==> src/verilog/priv_pkg.sv <==
package priv_pkg;

    typedef logic [31:0] word_t;
    typedef logic [13:0] csr_addr_t;
    typedef logic [18:0] vppn_t;
    typedef logic [9:0]  asid_t;
    typedef logic [2:0]  tlb_idx_t;
    typedef logic [4:0]  uop_t;

    // one-hot uop bit positions
    localparam int UOP_CSR   = 0;  // csrrd/csrwr/csrxchg
    localparam int UOP_CACHE = 1;  // cacop
    localparam int UOP_ERTN  = 2;  // exception return
    localparam int UOP_IDLE  = 3;  // wait for idle
    localparam int UOP_TLB   = 4;  // tlb maintenance

    localparam csr_addr_t CSR_CRMD   = 14'h0;
    localparam csr_addr_t CSR_PRMD   = 14'h1;
    localparam csr_addr_t CSR_ERA    = 14'h6;
    localparam csr_addr_t CSR_TLBIDX = 14'h10;
    localparam csr_addr_t CSR_TLBEHI = 14'h11;
    localparam csr_addr_t CSR_ASID   = 14'h18;
    localparam csr_addr_t CSR_SAVE0  = 14'h30;

    typedef enum logic [2:0] {
        TLB_SRCH,
        TLB_RD,
        TLB_WR,
        TLB_FILL,
        TLB_INV
    } tlb_op_e;

    typedef enum logic [3:0] {
        ST_INIT,
        ST_CSR,
        ST_CACOP_I_CALL,
        ST_CACOP_I_WAIT,
        ST_CACOP_D_CALL,
        ST_CACOP_D_WAIT,
        ST_ERTN,
        ST_IDLE_WAIT,
        ST_IDLE,
        ST_TLB_WAIT
    } priv_state_e;

    typedef struct packed {
        word_t ins;
        word_t rj_data;
        word_t rk_data;
        uop_t  uop;
    } priv_req_t;

    typedef struct packed {
        tlb_idx_t idx;
        logic     ne;
        vppn_t    vppn;
        asid_t    asid;
    } tlb_csr_t;

    typedef struct packed {
        logic     idx_we;  // index and ne
        logic     ehi_we;  // vppn and asid
        tlb_idx_t idx;
        logic     ne;
        vppn_t    vppn;
        asid_t    asid;
    } tlb_upd_t;

    typedef struct packed {
        logic [4:0] op;
        asid_t      asid;
        vppn_t      vppn;
    } invtlb_t;

endpackage

==> src/verilog/csr_file.sv <==
`timescale 1ns/1ps
module csr_file (
    input  logic                 clk,
    input  logic                 rstn,
    input  priv_pkg::csr_addr_t  csr_addr,
    input  logic                 csr_ren,
    input  logic                 csr_wen,
    input  priv_pkg::word_t      csr_wdata,
    output priv_pkg::word_t      csr_rdata,
    input  logic                 ertn_en,
    output priv_pkg::word_t      ertn_target,
    output priv_pkg::tlb_csr_t   tlb_csr,
    input  priv_pkg::tlb_upd_t   tlb_upd
);
    import priv_pkg::*;

    logic [2:0] crmd;  // ie, plv
    logic [2:0] prmd;  // pie, pplv
    word_t      era;
    word_t      save0;
    asid_t      asid;
    vppn_t      ehi_vppn;
    tlb_idx_t   tlb_idx;
    logic       tlb_ne;

    assign ertn_target = era;
    assign tlb_csr     = '{idx: tlb_idx, ne: tlb_ne, vppn: ehi_vppn, asid: asid};

    always_comb
    begin
        csr_rdata = '0;
        if (csr_ren)
        begin
            case (csr_addr)
                CSR_CRMD:   csr_rdata = {29'b0, crmd};
                CSR_PRMD:   csr_rdata = {29'b0, prmd};
                CSR_ERA:    csr_rdata = era;
                CSR_TLBIDX: csr_rdata = {tlb_ne, 28'b0, tlb_idx};
                CSR_TLBEHI: csr_rdata = {ehi_vppn, 13'b0};
                CSR_ASID:   csr_rdata = {22'b0, asid};
                CSR_SAVE0:  csr_rdata = save0;
                default:    csr_rdata = '0;
            endcase
        end
    end

    always_ff @(posedge clk or negedge rstn)
    begin
        if (!rstn)
        begin
            crmd     <= '0;
            prmd     <= '0;
            asid     <= '0;
            ehi_vppn <= '0;
            tlb_idx  <= '0;
            tlb_ne   <= 1'b0;
        end
        else
        begin
            if (ertn_en)
                crmd <= prmd;  // restore plv and ie
            if (csr_wen)
            begin
                case (csr_addr)
                    CSR_CRMD:   crmd     <= csr_wdata[2:0];
                    CSR_PRMD:   prmd     <= csr_wdata[2:0];
                    CSR_ASID:   asid     <= csr_wdata[9:0];
                    CSR_TLBEHI: ehi_vppn <= csr_wdata[31:13];
                    CSR_TLBIDX:
                    begin
                        tlb_idx <= csr_wdata[2:0];
                        tlb_ne  <= csr_wdata[31];
                    end
                    default: ;
                endcase
            end
            // tlb result wins over a write
            if (tlb_upd.idx_we)
            begin
                tlb_idx <= tlb_upd.idx;
                tlb_ne  <= tlb_upd.ne;
            end
            if (tlb_upd.ehi_we)
            begin
                ehi_vppn <= tlb_upd.vppn;
                asid     <= tlb_upd.asid;
            end
        end
    end

    always_ff @(posedge clk)
    begin
        if (csr_wen && csr_addr == CSR_ERA)
            era <= csr_wdata;
        if (csr_wen && csr_addr == CSR_SAVE0)
            save0 <= csr_wdata;
    end

endmodule

==> src/verilog/priv_exec.sv <==
`timescale 1ns/1ps
module priv_exec (
    input  logic                 clk,
    input  logic                 rstn,

    input  logic                 issue_valid,
    input  priv_pkg::priv_req_t  issue,
    output logic                 issue_ready,
    output logic                 done,
    output priv_pkg::word_t      rd_value,

    output priv_pkg::csr_addr_t  csr_addr,
    output priv_pkg::word_t      csr_wdata,
    output logic                 csr_wen,
    output logic                 csr_ren,
    input  priv_pkg::word_t      csr_rdata,
    output logic                 ertn_en,

    output logic [1:0]           cacop_ins_type,
    output priv_pkg::word_t      cacop_vaddr,
    output logic                 cacop_i_en,
    output logic                 cacop_d_en,
    input  logic                 cacop_i_ready,
    input  logic                 cacop_d_ready,
    input  logic                 cacop_i_done,
    input  logic                 cacop_d_done,

    input  logic                 i_idle,
    input  logic                 d_idle,
    output logic                 block_cache,
    output logic                 block_clock,

    output logic                 tlb_valid,
    output priv_pkg::tlb_op_e    tlb_op,
    output priv_pkg::invtlb_t    tlb_inv,
    input  logic                 tlb_ready
);
    import priv_pkg::*;

    priv_state_e state, state_nx;
    priv_req_t   req_q;
    priv_req_t   req;
    word_t       rd_q;
    logic        accept;
    logic [4:0]  rj;
    logic        is_xchg;
    logic        is_icache;
    logic        is_dcache;
    word_t       imm_ext;

    assign issue_ready = (state == ST_INIT);
    assign accept      = issue_valid & issue_ready;
    assign req         = (state == ST_INIT) ? issue : req_q;  // live bundle until taken

    assign rj        = req.ins[9:5];
    assign is_xchg   = |rj[4:1];  // rj of 1 is csrwr
    assign is_icache = req.uop[UOP_CACHE] & (req.ins[2:0] == 3'b000);
    assign is_dcache = req.uop[UOP_CACHE] & (req.ins[2:0] == 3'b001);
    assign imm_ext   = {{20{req.ins[21]}}, req.ins[21:10]};

    assign csr_addr       = req.ins[23:10];
    assign rd_value       = rd_q;
    assign cacop_ins_type = req.ins[4:3];
    assign cacop_vaddr    = req.rj_data + imm_ext;
    assign tlb_inv        = '{op: req.ins[4:0], asid: req.rj_data[9:0],
                              vppn: req.rk_data[31:13]};

    always_comb
    begin
        if (req.ins[16])
            tlb_op = TLB_INV;
        else
        begin
            case (req.ins[11:10])
                2'b10:   tlb_op = TLB_SRCH;
                2'b11:   tlb_op = TLB_RD;
                2'b00:   tlb_op = TLB_WR;
                default: tlb_op = TLB_FILL;
            endcase
        end
    end

    always_ff @(posedge clk or negedge rstn)
    begin
        if (!rstn)
            state <= ST_INIT;
        else
            state <= state_nx;
    end

    always_ff @(posedge clk)
    begin
        if (accept)
        begin
            req_q <= issue;
            if (issue.uop[UOP_CSR])
                rd_q <= csr_rdata;  // old value for rd and xchg
        end
    end

    always_comb
    begin
        state_nx = state;
        case (state)
            ST_INIT:
            begin
                if (accept)
                begin
                    if (req.uop[UOP_CSR])
                        state_nx = ST_CSR;
                    else if (is_icache)
                        state_nx = ST_CACOP_I_CALL;
                    else if (is_dcache)
                        state_nx = ST_CACOP_D_CALL;
                    else if (req.uop[UOP_ERTN])
                        state_nx = ST_ERTN;
                    else if (req.uop[UOP_IDLE])
                        state_nx = ST_IDLE_WAIT;
                    else if (req.uop[UOP_TLB])
                        state_nx = ST_TLB_WAIT;
                end
            end
            ST_CACOP_I_CALL:
            begin
                if (cacop_i_ready)
                    state_nx = ST_CACOP_I_WAIT;
            end
            ST_CACOP_I_WAIT:
            begin
                if (cacop_i_done)
                    state_nx = ST_INIT;
            end
            ST_CACOP_D_CALL:
            begin
                if (cacop_d_ready)
                    state_nx = ST_CACOP_D_WAIT;
            end
            ST_CACOP_D_WAIT:
            begin
                if (cacop_d_done)
                    state_nx = ST_INIT;
            end
            ST_IDLE_WAIT:
            begin
                if (i_idle & d_idle)
                    state_nx = ST_IDLE;
            end
            ST_TLB_WAIT:
            begin
                if (tlb_ready)
                    state_nx = ST_INIT;
            end
            default:
                state_nx = ST_INIT;  // csr, ertn, idle take one cycle
        endcase
    end

    always_comb
    begin
        csr_ren     = 1'b0;
        csr_wen     = 1'b0;
        csr_wdata   = '0;
        ertn_en     = 1'b0;
        block_cache = 1'b0;
        block_clock = 1'b0;
        tlb_valid   = 1'b0;
        done        = 1'b0;
        cacop_i_en  = (state == ST_CACOP_I_CALL);
        cacop_d_en  = (state == ST_CACOP_D_CALL);
        case (state)
            ST_INIT:
            begin
                csr_ren     = accept & req.uop[UOP_CSR];
                ertn_en     = accept & ~req.uop[UOP_CSR] & req.uop[UOP_ERTN];
                block_cache = accept & req.uop[UOP_IDLE];
                tlb_valid   = accept & req.uop[UOP_TLB];
            end
            ST_CSR:
            begin
                csr_ren   = 1'b1;
                csr_wen   = |rj;  // csrrd has rj zero
                csr_wdata = is_xchg ? ((rd_q & ~req.rj_data) | (req.rk_data & req.rj_data))
                                    : req.rk_data;
                done      = 1'b1;
            end
            ST_CACOP_I_WAIT:
                done = cacop_i_done;
            ST_CACOP_D_WAIT:
                done = cacop_d_done;
            ST_ERTN:
                done = 1'b1;
            ST_IDLE_WAIT:
                block_cache = 1'b1;
            ST_IDLE:
            begin
                block_cache = 1'b1;
                block_clock = 1'b1;
                done        = 1'b1;
            end
            ST_TLB_WAIT:
                done = tlb_ready;
            default:
                done = 1'b0;
        endcase
    end

    // no completion while waiting for a request
    a_no_done_in_init: assert property (@(posedge clk) disable iff (!rstn)
        (state == ST_INIT) |-> !done);

    a_one_cache: assert property (@(posedge clk) disable iff (!rstn)
        !(cacop_i_en && cacop_d_en));

endmodule

==> src/verilog/priv_top.sv <==
`timescale 1ns/1ps
module priv_top #(
    parameter int TLB_ENTRIES = 8
) (
    input  logic                 clk,
    input  logic                 rstn,
    input  logic                 issue_valid,
    input  priv_pkg::priv_req_t  issue,
    output logic                 issue_ready,
    output logic                 done,
    output priv_pkg::word_t      rd_value,
    output priv_pkg::word_t      ertn_target,
    output logic [1:0]           cacop_ins_type,
    output priv_pkg::word_t      cacop_vaddr,
    output logic                 cacop_i_en,
    output logic                 cacop_d_en,
    input  logic                 cacop_i_ready,
    input  logic                 cacop_d_ready,
    input  logic                 cacop_i_done,
    input  logic                 cacop_d_done,
    input  logic                 i_idle,
    input  logic                 d_idle,
    output logic                 block_cache,
    output logic                 block_clock
);
    import priv_pkg::*;

    csr_addr_t csr_addr;
    word_t     csr_wdata;
    word_t     csr_rdata;
    logic      csr_wen;
    logic      csr_ren;
    logic      ertn_en;
    logic      tlb_valid;
    logic      tlb_ready;
    tlb_op_e   tlb_op;
    invtlb_t   tlb_inv;
    tlb_csr_t  tlb_csr;
    tlb_upd_t  tlb_upd;

    priv_exec i_exec (
        .clk            (clk),
        .rstn           (rstn),
        .issue_valid    (issue_valid),
        .issue          (issue),
        .issue_ready    (issue_ready),
        .done           (done),
        .rd_value       (rd_value),
        .csr_addr       (csr_addr),
        .csr_wdata      (csr_wdata),
        .csr_wen        (csr_wen),
        .csr_ren        (csr_ren),
        .csr_rdata      (csr_rdata),
        .ertn_en        (ertn_en),
        .cacop_ins_type (cacop_ins_type),
        .cacop_vaddr    (cacop_vaddr),
        .cacop_i_en     (cacop_i_en),
        .cacop_d_en     (cacop_d_en),
        .cacop_i_ready  (cacop_i_ready),
        .cacop_d_ready  (cacop_d_ready),
        .cacop_i_done   (cacop_i_done),
        .cacop_d_done   (cacop_d_done),
        .i_idle         (i_idle),
        .d_idle         (d_idle),
        .block_cache    (block_cache),
        .block_clock    (block_clock),
        .tlb_valid      (tlb_valid),
        .tlb_op         (tlb_op),
        .tlb_inv        (tlb_inv),
        .tlb_ready      (tlb_ready)
    );

    csr_file i_csr (
        .clk         (clk),
        .rstn        (rstn),
        .csr_addr    (csr_addr),
        .csr_ren     (csr_ren),
        .csr_wen     (csr_wen),
        .csr_wdata   (csr_wdata),
        .csr_rdata   (csr_rdata),
        .ertn_en     (ertn_en),
        .ertn_target (ertn_target),
        .tlb_csr     (tlb_csr),
        .tlb_upd     (tlb_upd)
    );

    tlb_array #(
        .TLB_ENTRIES (TLB_ENTRIES)
    ) i_tlb (
        .clk       (clk),
        .rstn      (rstn),
        .tlb_valid (tlb_valid),
        .tlb_op    (tlb_op),
        .tlb_inv   (tlb_inv),
        .tlb_csr   (tlb_csr),
        .tlb_ready (tlb_ready),
        .tlb_upd   (tlb_upd)
    );

endmodule

==> src/verilog/tlb_array.sv <==
`timescale 1ns/1ps
module tlb_array #(
    parameter int TLB_ENTRIES = 8
) (
    input  logic                 clk,
    input  logic                 rstn,
    input  logic                 tlb_valid,
    input  priv_pkg::tlb_op_e    tlb_op,
    input  priv_pkg::invtlb_t    tlb_inv,
    input  priv_pkg::tlb_csr_t   tlb_csr,
    output logic                 tlb_ready,
    output priv_pkg::tlb_upd_t   tlb_upd
);
    import priv_pkg::*;

    localparam int IDX_W = $clog2(TLB_ENTRIES);

    logic [TLB_ENTRIES-1:0] ent_v;
    vppn_t                  ent_vppn [TLB_ENTRIES];
    asid_t                  ent_asid [TLB_ENTRIES];
    logic [IDX_W-1:0]       fill_ptr;
    logic [1:0]             stage;
    tlb_op_e                op_q;
    invtlb_t                inv_q;
    logic [IDX_W-1:0]       csr_idx;
    logic [IDX_W-1:0]       wr_idx;
    logic                   wr_en;
    logic                   hit;
    tlb_idx_t               hit_idx;
    logic [TLB_ENTRIES-1:0] inv_hit;

    assign csr_idx   = tlb_csr.idx[IDX_W-1:0];
    assign tlb_ready = stage[1];  // two cycles after valid
    assign wr_en     = tlb_ready & ((op_q == TLB_WR) | (op_q == TLB_FILL));
    assign wr_idx    = (op_q == TLB_FILL) ? fill_ptr : csr_idx;

    always_ff @(posedge clk or negedge rstn)
    begin
        if (!rstn)
            stage <= '0;
        else
            stage <= {stage[0], tlb_valid};
    end

    always_ff @(posedge clk)
    begin
        if (tlb_valid)
        begin
            op_q  <= tlb_op;
            inv_q <= tlb_inv;
        end
    end

    always_comb
    begin
        hit     = 1'b0;
        hit_idx = '0;
        for (int i = 0; i < TLB_ENTRIES; i++)
        begin
            if (!hit && ent_v[i] && ent_vppn[i] == tlb_csr.vppn && ent_asid[i] == tlb_csr.asid)
            begin
                hit     = 1'b1;
                hit_idx = tlb_idx_t'(i);
            end
        end
    end

    always_comb
    begin
        for (int i = 0; i < TLB_ENTRIES; i++)
        begin
            case (inv_q.op)
                5'd0, 5'd1: inv_hit[i] = 1'b1;
                5'd4:       inv_hit[i] = (ent_asid[i] == inv_q.asid);
                5'd5:       inv_hit[i] = (ent_asid[i] == inv_q.asid) &&
                                         (ent_vppn[i] == inv_q.vppn);
                default:    inv_hit[i] = 1'b0;
            endcase
        end
    end

    always_comb
    begin
        tlb_upd      = '0;
        tlb_upd.idx  = tlb_csr.idx;
        tlb_upd.vppn = ent_vppn[csr_idx];
        tlb_upd.asid = ent_asid[csr_idx];
        if (tlb_ready)
        begin
            case (op_q)
                TLB_SRCH:
                begin
                    tlb_upd.idx_we = 1'b1;
                    tlb_upd.ne     = ~hit;
                    if (hit)
                        tlb_upd.idx = hit_idx;
                end
                TLB_RD:
                begin
                    tlb_upd.idx_we = 1'b1;
                    tlb_upd.ne     = ~ent_v[csr_idx];
                    tlb_upd.ehi_we = ent_v[csr_idx];
                end
                default: ;
            endcase
        end
    end

    always_ff @(posedge clk or negedge rstn)
    begin
        if (!rstn)
        begin
            ent_v    <= '0;
            fill_ptr <= '0;
        end
        else if (tlb_ready)
        begin
            if (wr_en)
                ent_v[wr_idx] <= ~tlb_csr.ne;
            if (op_q == TLB_FILL)
                fill_ptr <= fill_ptr + 1'b1;  // round robin
            if (op_q == TLB_INV)
                ent_v <= ent_v & ~inv_hit;
        end
    end

    always_ff @(posedge clk)
    begin
        if (wr_en)
        begin
            ent_vppn[wr_idx] <= tlb_csr.vppn;
            ent_asid[wr_idx] <= tlb_csr.asid;
        end
    end

    // latched op is still the one being answered
    a_ready_has_op: assert property (@(posedge clk) disable iff (!rstn)
        tlb_ready |-> $past(tlb_valid, 2) && !$past(tlb_valid));

endmodule
==> config.mk <==
export PLATFORM = sky130hd
export DESIGN_NAME = priv_top
export DESIGN_NICKNAME = d
export VERILOG_FILES = /design/src/verilog/priv_pkg.sv /design/src/verilog/csr_file.sv /design/src/verilog/priv_exec.sv /design/src/verilog/priv_top.sv /design/src/verilog/tlb_array.sv
export SDC_FILE = /design/constraint.sdc
export NUM_CORES = 1
export LEC_CHECK = 0
export BUFFER_PORTS_ARGS = -buffer_cell sky130_fd_sc_hd__buf_2
export CAP_MARGIN = 20
export CORE_UTILIZATION = 45
export CTS_CLUSTER_DIAMETER = 150
export DETAILED_ROUTE_END_ITERATION = 8
export GPL_ROUTABILITY_DRIVEN = 1
export PLACE_DENSITY = 0.59
export SYNTH_ARGS = -nofsm -noshare
export SYNTH_HDL_FRONTEND = slang
export SYNTH_SLANG_ARGS = --single-unit
==> constraint.sdc <==
create_clock -name clk -period 7.4 [get_ports clk]
set_input_delay 1.85 -clock clk [delete_from_list [all_inputs] [get_ports clk]]
set_output_delay 1.85 -clock clk [all_outputs]
set_load 0.01 [all_outputs]
---- Word level (Yosys, flattened, before mapping) ----
Memory sizes are Yosys's and may differ from the RTL's.
Cells that the tools add are included.
operators by class
  multiplexer cells ....................... 80
  equal/unequal tests ..................... 68
  add/subtract/negate cells ............... 2
  $lt $le $gt $ge ......................... 3
  reductions and logical operators ........ 68
  bitwise gates (word level) .............. 21
operators by type and width
  operator                                         number
  == test 19 bit                                   16
  one-hot mux 32 bit (7 select lines)              1
  == test 10 bit                                   16
  2-to-1 mux 93 bit                                1
  AND 32 bit                                       2
  2-to-1 mux 32 bit                                2
  2-to-1 mux 19 bit                                3
  2-to-1 mux 4 bit                                 13
  == test 14 x 5 -> 1 bit (second input constant)  3
  2-to-1 mux 3 bit                                 13
  logical AND 1 bit                                34
  adder 32 bit                                     1
  NOT 32 bit                                       1
  OR 32 bit                                        1
  2-to-1 mux 10 bit                                3
  one-hot mux 4 bit (7 select lines)               1
  one-hot mux 1 bit (3 select lines)               8
  2-to-1 mux 1 bit                                 22
  == test 4 x 3 -> 1 bit (second input constant)   4
  2-to-1 mux 8 bit                                 2
  == test 14 x 1 -> 1 bit (second input constant)  1
  == test 14 x 3 -> 1 bit (second input constant)  1
  == test 14 x 6 -> 1 bit (second input constant)  1
  zero test 14 bit                                 1
  41 further kinds                                 91
storage, ports and cells
  input port bits ......................... 110
  logic and storage cells ................. 265
  bits in registers ....................... 282
  output and inout bits ................... 104
  RAM bits ................................ 232
  memories kept ........................... 2
memory list
  name            depth  width  rd ports  clocked after Yosys merged registers in  write ports  RTL line         source
  i_tlb.ent_vppn  8      19     9         0                                        1            tlb_array.sv:19  vppn_t ent_vppn [TLB_ENTRIES];
  i_tlb.ent_asid  8      10     9         0                                        1            tlb_array.sv:20  asid_t ent_asid [TLB_ENTRIES];

---- Logic depth before layout (Yosys ltp) ----
Gate-level depths: netlist (run 1).
An unclocked memory read counts as a cell.
  word-level depth ........................ 45
  gate-level depth with buffers ........... 20
  gate-level depth less buffers ........... 15

---- Cells and area by module ----
From an unflattened synthesis (run 1), not the netlist that was laid out.
second synthesis, totals
  cells, all modules ...................... 2451
  area, all modules ....................... 29339.4 µm²
modules (own cells, without submodules)
  module     area an instance (µm²)  cells each  times used
  tlb_array  16201.8                 1151        1
  priv_exec  8371.8                  928         1
  csr_file   4765.8                  372         1

---- Worst setup path before layout (run 1) ----
Ideal clock, no wire load.
  kind .................................... register -> output
  from .................................... reg i_exec.state[1]
  to ...................................... out cacop_vaddr[30]
  path slack .............................. 753 ps
  cell stages (with the launch flop) ...... 20
  data required time ...................... 5550 ps
  arrival time ............................ 4797 ps
  cells stage by stage .................... dfrtp_1 buf_6 or4_4 buf_6 clkinv_4 buf_12 clkbuf_1 clkbuf_1 nand2_1 nand2_1 ha_1 a21o_1 a21o_1 a21o_1 a221o_1 a32o_1 o41ai_2 o21bai_1 a31oi_1 xnor2_1
between the ends
  longest elaborated chain between the ends .. 3
RTL lines
  what                    RTL line         source
  from (decl)             priv_exec.sv:40  priv_state_e state, state_nx;
  from (signal assigned)  priv_exec.sv:88  state <= state_nx;
  zero test 4 bit         priv_exec.sv:53  assign req = (state == ST_INIT) ? issue : req_q;
  2-to-1 mux 93 bit       priv_exec.sv:53
  adder 32 bit            priv_exec.sv:64  assign cacop_vaddr = req.rj_data + imm_ext;
  to (decl)               priv_top.sv:14   output priv_pkg::word_t cacop_vaddr,
Every way passes these cells.

---- Worst setup path after layout (run 1) ----
  from .................................... in issue[80] (netlist bit)
  to ...................................... out cacop_vaddr[31]
between the ends
  longest elaborated chain between the ends .. 2
RTL lines
  what               RTL line         source
  from (decl)        priv_top.sv:8    input priv_pkg::priv_req_t issue,
  2-to-1 mux 93 bit  priv_exec.sv:53
  adder 32 bit       priv_exec.sv:64
Every way passes these cells.

==> results.yml, run 1 <==
outcome:
  status: "completed"
placement:
  hpwlAfterDp_um: 75000
  place_inst: 3308
  io_buffers: 205
  placed_area_um2: 30100
  dp_slack_ps: 113
  globalplace.congestion: 1.00
worst_setup_path:
  crit_arrival_ps: 5360
  crit_required_ps: 5550
  critPathLaunchType: "input port"
  worstPathMaxFanout: 4
  endpoint_kind: "primary output"
  reg2reg_slack_ps: 3170
  critical_path_class: "in -> out"
clock_tree:
  htreeDepth: 2
  clkSinkCount: 510
  hold_buffers: 0
  root_buffer: "clkbuf_16"
  clk_pin_slew_ps: 60
  cts_buffer_depth: 3
  worstSkewPairLatency_ps: 620
  cts_tree: "built"
  cts_buffers: 57
sta:
  fin_ws_ps: 192
  layout_min_cycle_time_ps: 7210
  worstMarginPinSlew_ps: 1210
  final-max-slew-violation-count: 0
  fin_crit_sh_pct: 97.4
  hold_violations: 0
  maxSlewHeadroom_pct: 18.8
  skew_ps: 22.6
  setup-violations-final: 0
  whs_ps: 353
  rsz0062_at_grt: "no"
  fmax_mhz: 139
  fin_tns_setup_ps: 0
final_layout:
  multiInputGateArea_um2: 12500
  drive_gt1_share_pct: 17.7
  nNetsFinal: 2677
  fin_util_pct: 52.1
  fin_area_um2: 32100
  regArea_um2: 15000
  area.growth.synth_to_final_pct: 14.3
  final_cells: 3420
  fill_cells: 5398
synth:
  syn_area_um2: 28100
  synth_flop_cell: "edfxtp_1"
  ys_ff_latch: 510
  ys_seq_area_share_pct: 53.5
  yosysWarnings: 0
  synth_edf_count: 454
  synthCells: 2340
  yosysUniqueCellTypes: 70
  avgSynthCellArea_um2: 12.0
  ys_async_sr_fraction_pct: 11.0
  syn_nets: 2483
drt:
  dr.pass1.iters: 6
  routedWlPerCell_um: 29.0
  viasPerCell: 6.09
  antenna_left: 0
  drt-initial-drc-count: 2559
  via_count: 20800
  drc: 0
  routed_wl_um: 99100
min_path:
  min_path_type: "reg -> reg"
floorplan:
  rows: 91
  start_util_pct: 45.6
  coreArea_um2: 61700
  ios: 214
  dieArea_um2: 63500
  die_y_um: 252
  die_w_um: 252
flow_run:
  maxCapViolCount: 0
power_and_ir_drop:
  finalPower_mw: 11.3
  powerDensity_nw_per_um2: 353
  peakVddDrop_v: 0.000209
  p_leak_nw: 11.2
global_routing:
  grt_antenna_before_repair: 0
  grt_pass1_vias: 20400
  grt.overflow.total: 0
  grt_use_total_pct: 30.9
  grt_pass1_wl_um: 142000
  grt_max_degree: 63
-- power breakdown --
group	total (mW)	internal (mW)	switching, mW
Combinational	4.53	1.74	2.79
Sequential	3.80	3.49	0.309
Clock	3.01	1.78	1.23
-- cells in the final DEF, fill, tap and decap left out, types with 24 or more instances in the layout --
master	n
nor4_1	39
nand2_1	293
ha_1	32
edfxtp_1	454
dfrtp_1	52
o21ai_0	32
a21oi_1	76
clkbuf_16	57
a222oi_1	24
buf_4	61
mux4_2	60
inv_1	24
xnor2_1	489
nor2_1	76
mux2i_1	64
buf_2	205
nand3_1	38
nand4_1	177
a211oi_1	32
nor2b_1	32
-- sequential cells by signal, summed over array words and instances, names as in the netlist --
name and cells:
i_csr.tlb_ne 1, i_csr.tlb_idx 3, i_tlb.ent_vppn 152, i_csr.save0 32, i_csr.ehi_vppn 19, i_tlb.ent_v 8, i_csr.crmd 3, i_exec.rd_value 32
i_tlb.op_q 3, i_tlb.fill_ptr 3, i_exec.state 4, i_exec.req_q 89, i_csr.asid 10, i_csr.prmd 3, i_tlb.ent_asid 80, i_tlb.stage 2
i_csr.ertn_target 32, i_tlb.inv_q 34
-- what timing repair did --
item | CTS | global route
pin swaps | 1 | 1
gates resized for setup | 4 | 2
cloned | 0 | 1
buffers inserted | 2 | 0
endpoints found under the setup margin | 3 | 2
-- path summary, 6_finish.rpt --
check                                             from                               to  depth (start not counted)
setup / recovery                             issue[80]                  cacop_vaddr[31]                         14
hold / removal                i_tlb.stage[0]$_DFF_PN0_         i_tlb.stage[1]$_DFF_PN0_                          0
setup reg to reg           i_exec.state[0]$_DFFE_PN0P_  i_csr.ertn_target[16]$_DFFE_PP_                          9
hold reg to reg               i_tlb.stage[0]$_DFF_PN0_         i_tlb.stage[1]$_DFF_PN0_                          0
max in group asynchronous                         rstn     i_csr.tlb_idx[0]$_DFFE_PN0P_                          2
min in group asynchronous                         rstn    i_tlb.fill_ptr[2]$_DFFE_PN0P_                          2
-- cells in the mapped netlist, types with 3 or more instances --
cell,n,area share (%)
a21o_1,17,0.45
a21boi_0,4,0.11
nor2_1,84,1.1
mux2i_1,65,2.3
inv_1,24,0.32
clkbuf_1,96,1.3
nor4_1,40,0.89
buf_1,12,0.16
nand2_1,293,3.9
nor2b_1,32,0.71
or2_1,3,0.067
and2_1,8,0.18
a311oi_1,3,0.093
buf_2,18,0.32
edfxtp_1,454,48
nand2b_1,10,0.22
nor3_1,17,0.30
a2111oi_0,9,0.28
a222oi_1,24,0.85
xnor2_1,489,15
buf_4,3,0.080
mux2_2,8,0.32
or4_1,6,0.16
dfrtp_1,56,5.0
a211oi_1,32,0.85
o21bai_1,5,0.13
buf_6,3,0.12
mux4_2,60,4.8
a31oi_1,9,0.20
nand3_1,38,0.68
nand3b_1,5,0.13
a22oi_1,17,0.45
a32o_1,13,0.46
o22ai_1,9,0.20
ha_1,32,1.4
and3_1,8,0.18
a21oi_1,77,1.4
nand4_1,177,3.9
xor2_1,7,0.22
or3_1,5,0.11
o21ai_0,33,0.59
-- logic make-up after synthesis --
| logic type | Yosys count | synth area share [%] |
|---|---|---|
| XOR/XNOR | 496 | 15.4 |
| AO/OA/AOI/OAI | 275 | 6.85 |
| multiplexers | 133 | 7.44 |
| buffers and inverters | 158 | 2.38 |
| AND/OR/NAND/NOR | 735 | 12.9 |
| flip-flops | 510 | 53.5 |
| adder cells (fa/ha/maj) | 33 | 1.49 |
-- routing by layer --
layer  vias to the layer above  routed length [um]  GRT usage, %
li1                       9146                   -             -
met1                     10500               42300          44.0
met2                      1016               45500          48.2
met3                       154                7370          3.58
met4                         0                4020          12.7
met5                         -                   0             0
-- critical path, cell delays in order --
cell	delay [ps]
buf_2	120
mux2i_1	340
inv_1	190
ha_1	340
a211oi_1	80
o211ai_1	230
a21oi_1	160
a21boi_0	770
a311oi_1	270
o31a_1	320
o211ai_1	250
a21oi_1	150
xnor2_1	140
buf_2	150
-- layout make-up --
cell class	count	share of cell area, %
Clock inverter	40	1.43
Timing Repair Buffer	267	4.68
Sequential cell	510	46.8
Timing Repair inverter	1	0.0273
Multi-Input combinational cell	1672	38.8
Tap cell	837	3.26
Clock buffer	67	4.62
Antenna cell	1	0.00779
Inverter	25	0.331
Note: power is estimated with default switching activity, not from simulation.
==> run 2, diff against run 1 <==
==> constraint.sdc (replaced) <==
create_clock -name clk -period 7.4 [get_ports clk]
set_input_delay 0.74 -clock clk [delete_from_list [all_inputs] [get_ports clk]]
set_output_delay 0.74 -clock clk [all_outputs]
set_load 0.01 [all_outputs]
==> results.yml, run 2 (synthesized netlist as in run 1, its figures left out) <==
outcome:
  status: "completed"
power_and_ir_drop:
  peakVddDrop_v: 0.000204
  sw_frac_of_total_pct: 38.9
  p_leak_nw: 11.1
  power.share.sequential_pct: 34.3
  power.switching_mw: 4.30
  finalPower_mw: 11.1
  pwr-share-clk_pct: 25.4
  powerDensity_nw_per_um2: 346
  p_int_mw: 6.75
  combinationalPowerShare_pct: 40.2
clock_tree:
  post_cts_resized: 0
  worstSkewPairLatency_ps: 630
  cts_setup_buffers: 0
  root_buffer: "clkbuf_16"
  clk_pin_slew_ps: 60
  clkSinkCount: 510
  cts_tree: "built"
  hold_buffers: 0
  cts_buffer_depth: 3
  cts_buffers: 57
  htreeDepth: 2
drt:
  drt-initial-drc-count: 2286
  routed_wl_um: 100000
  routedWlPerCell_um: 29.5
  drc: 0
  via_count: 20700
  viasPerCell: 6.08
  dr.pass1.iters: 6
  antenna_left: 0
placement:
  io_buffers: 205
  place_inst: 3300
  globalplace.congestion: 1.01
  hpwlAfterDp_um: 75700
global_routing:
  grt_pass1_vias: 20400
  grt_max_degree: 63
  grt_antenna_before_repair: 1
  grt_pass1_wl_um: 144000
  grt_use_total_pct: 31.4
  grt.overflow.total: 0
final_layout:
  area.growth.synth_to_final_pct: 13.5
  final_cell_mix: "xnor2_1 (489), edfxtp_1 (454), nand2_1 (293)"
  top_register: "i_tlb.ent_vppn"
  diodes: 0
  nNetsFinal: 2666
  largestRegisters: "i_tlb.ent_vppn: 152 flops, i_exec.req_q: 89 flops, i_tlb.ent_asid: 80 flops"
  final_cells: 3408
  drive_gt1_share_pct: 17.2
  final_common_cell: "xnor2_1"
  fin_util_pct: 51.7
  largest_reg_flops: 152
  fill_cells: 5409
floorplan:
  die_y_um: 252
  dieArea_um2: 63500
  ios: 214
  die_w_um: 252
  rows: 91
  coreArea_um2: 61700
  start_util_pct: 45.6
worst_setup_path:
  critPathLaunchType: "flip-flop"
  crit_path_cell_trace: "or4_4 -> clkinv_4 -> mux2i_1 -> inv_1 -> ha_1 -> fa_1 -> a21o_1 -> a211o_1 -> a21oi_1 -> a21oi_1 -> a32o_1 -> o41ai_2 -> o21bai_1 -> a31oi_1 -> xnor2_1 -> buf_2"
  slowest_stage: "or4_4"
  max_stage_delay_ps: 800
  worstPathMaxFanout: 39
  crit_required_ps: 6660
  critical_path_class: "reg -> out"
  crit_top_cell: "a21oi_1"
  crit_arrival_ps: 6230
  endpoint_kind: "primary output"
sta:
  setup-violations-final: 0
  whs_ps: 258
  maxSlewHeadroom_pct: 24.9
  layout_min_cycle_time_ps: 6970
  rsz0062_at_grt: "no"
  fin_tns_setup_ps: 0
  final-max-slew-violation-count: 0
  fin_crit_sh_pct: 94.2
  worstMarginPinSlew_ps: 1100
  hold_violations: 0
  skew_ps: 17.4
  fmax_mhz: 144
flow_run:
  maxCapViolCount: 0
min_path:
  min_path_type: "in -> async"
## run 2: changes by cell type in the layout (fill, tap and decap cells not counted), sizes merged, moves of 9 or more
cell,previous run,this run
buf,267,257
bufinv,10,0
clkbuf,67,85
clkinv,25,16
## run 2: routing by layer
layer	up-vias	global-route usage, %	share of wire [%]
met4	2	12.1	3.7
met3	147	4.42	7.2
met1	10500	43.2	42
met2	971	50.2	47
met5	-	0	0.013
li1	9110	-	-
## run 2: power by group through the flow
stage / sequential (mW) / clock, mW / combinational (mW)
5_1_grt: 3.81 / 2.95 / 4.81
3_5_place_dp: 3.84 / 0 / 4.42
3_3_place_gp: 3.83 / 0 / 4.36
2_1_floorplan: 3.64 / 0 / 3.06
4_1_cts: 3.79 / 2.85 / 4.44
6_report: 3.79 / 2.81 / 4.45
## run 2: through the flow
step	cell area [um2]	setup slack [ps]
floorplan	28100	1860
global placement	30100	1260
detailed placement	30100	1190
CTS	31900	490
global route	31900	220
finish	31900	432
## run 2: area by class of cell
class	count	area (um2)	share of cell area (%)
clock buffer	85	1710	5.34
clock inverter	22	130	0.408
inverter	25	98.8	0.310
multi-input combinational	1672	12500	39.1
sequential	510	15000	47.1
tap	837	1050	3.28
timing repair buffer	257	1420	4.44
## run 2: worst paths after layout
kind                                             startpoint                               to  slack (ps)  cells after the start
worst max-delay path            i_exec.state[0]$_DFFE_PN0P_                  cacop_vaddr[30]         430                     16
worst min-delay path                                   rstn    i_tlb.fill_ptr[2]$_DFFE_PN0P_         260                      2
worst max register to register  i_exec.state[0]$_DFFE_PN0P_  i_csr.ertn_target[22]$_DFFE_PP_        2530                     11
worst min register to register     i_tlb.stage[0]$_DFF_PN0_         i_tlb.stage[1]$_DFF_PN0_         360                      0
max in group asynchronous                              rstn     i_csr.tlb_idx[0]$_DFFE_PN0P_        6520                      2
min in group clk                                  issue[74]       i_exec.req_q[74]$_DFFE_PP_         300                      1
## run 2: critical path: cells and delay by family, from the launching register on
kind,cells,cell delay (ps)
AOI/OAI and AO/OA,8,2360
and+or+nand+nor,1,800
adders and majority gates,2,690
buffers and inverters,3,670
DFF,1,540
muxes,1,360
xor gates and xnor gates,1,150
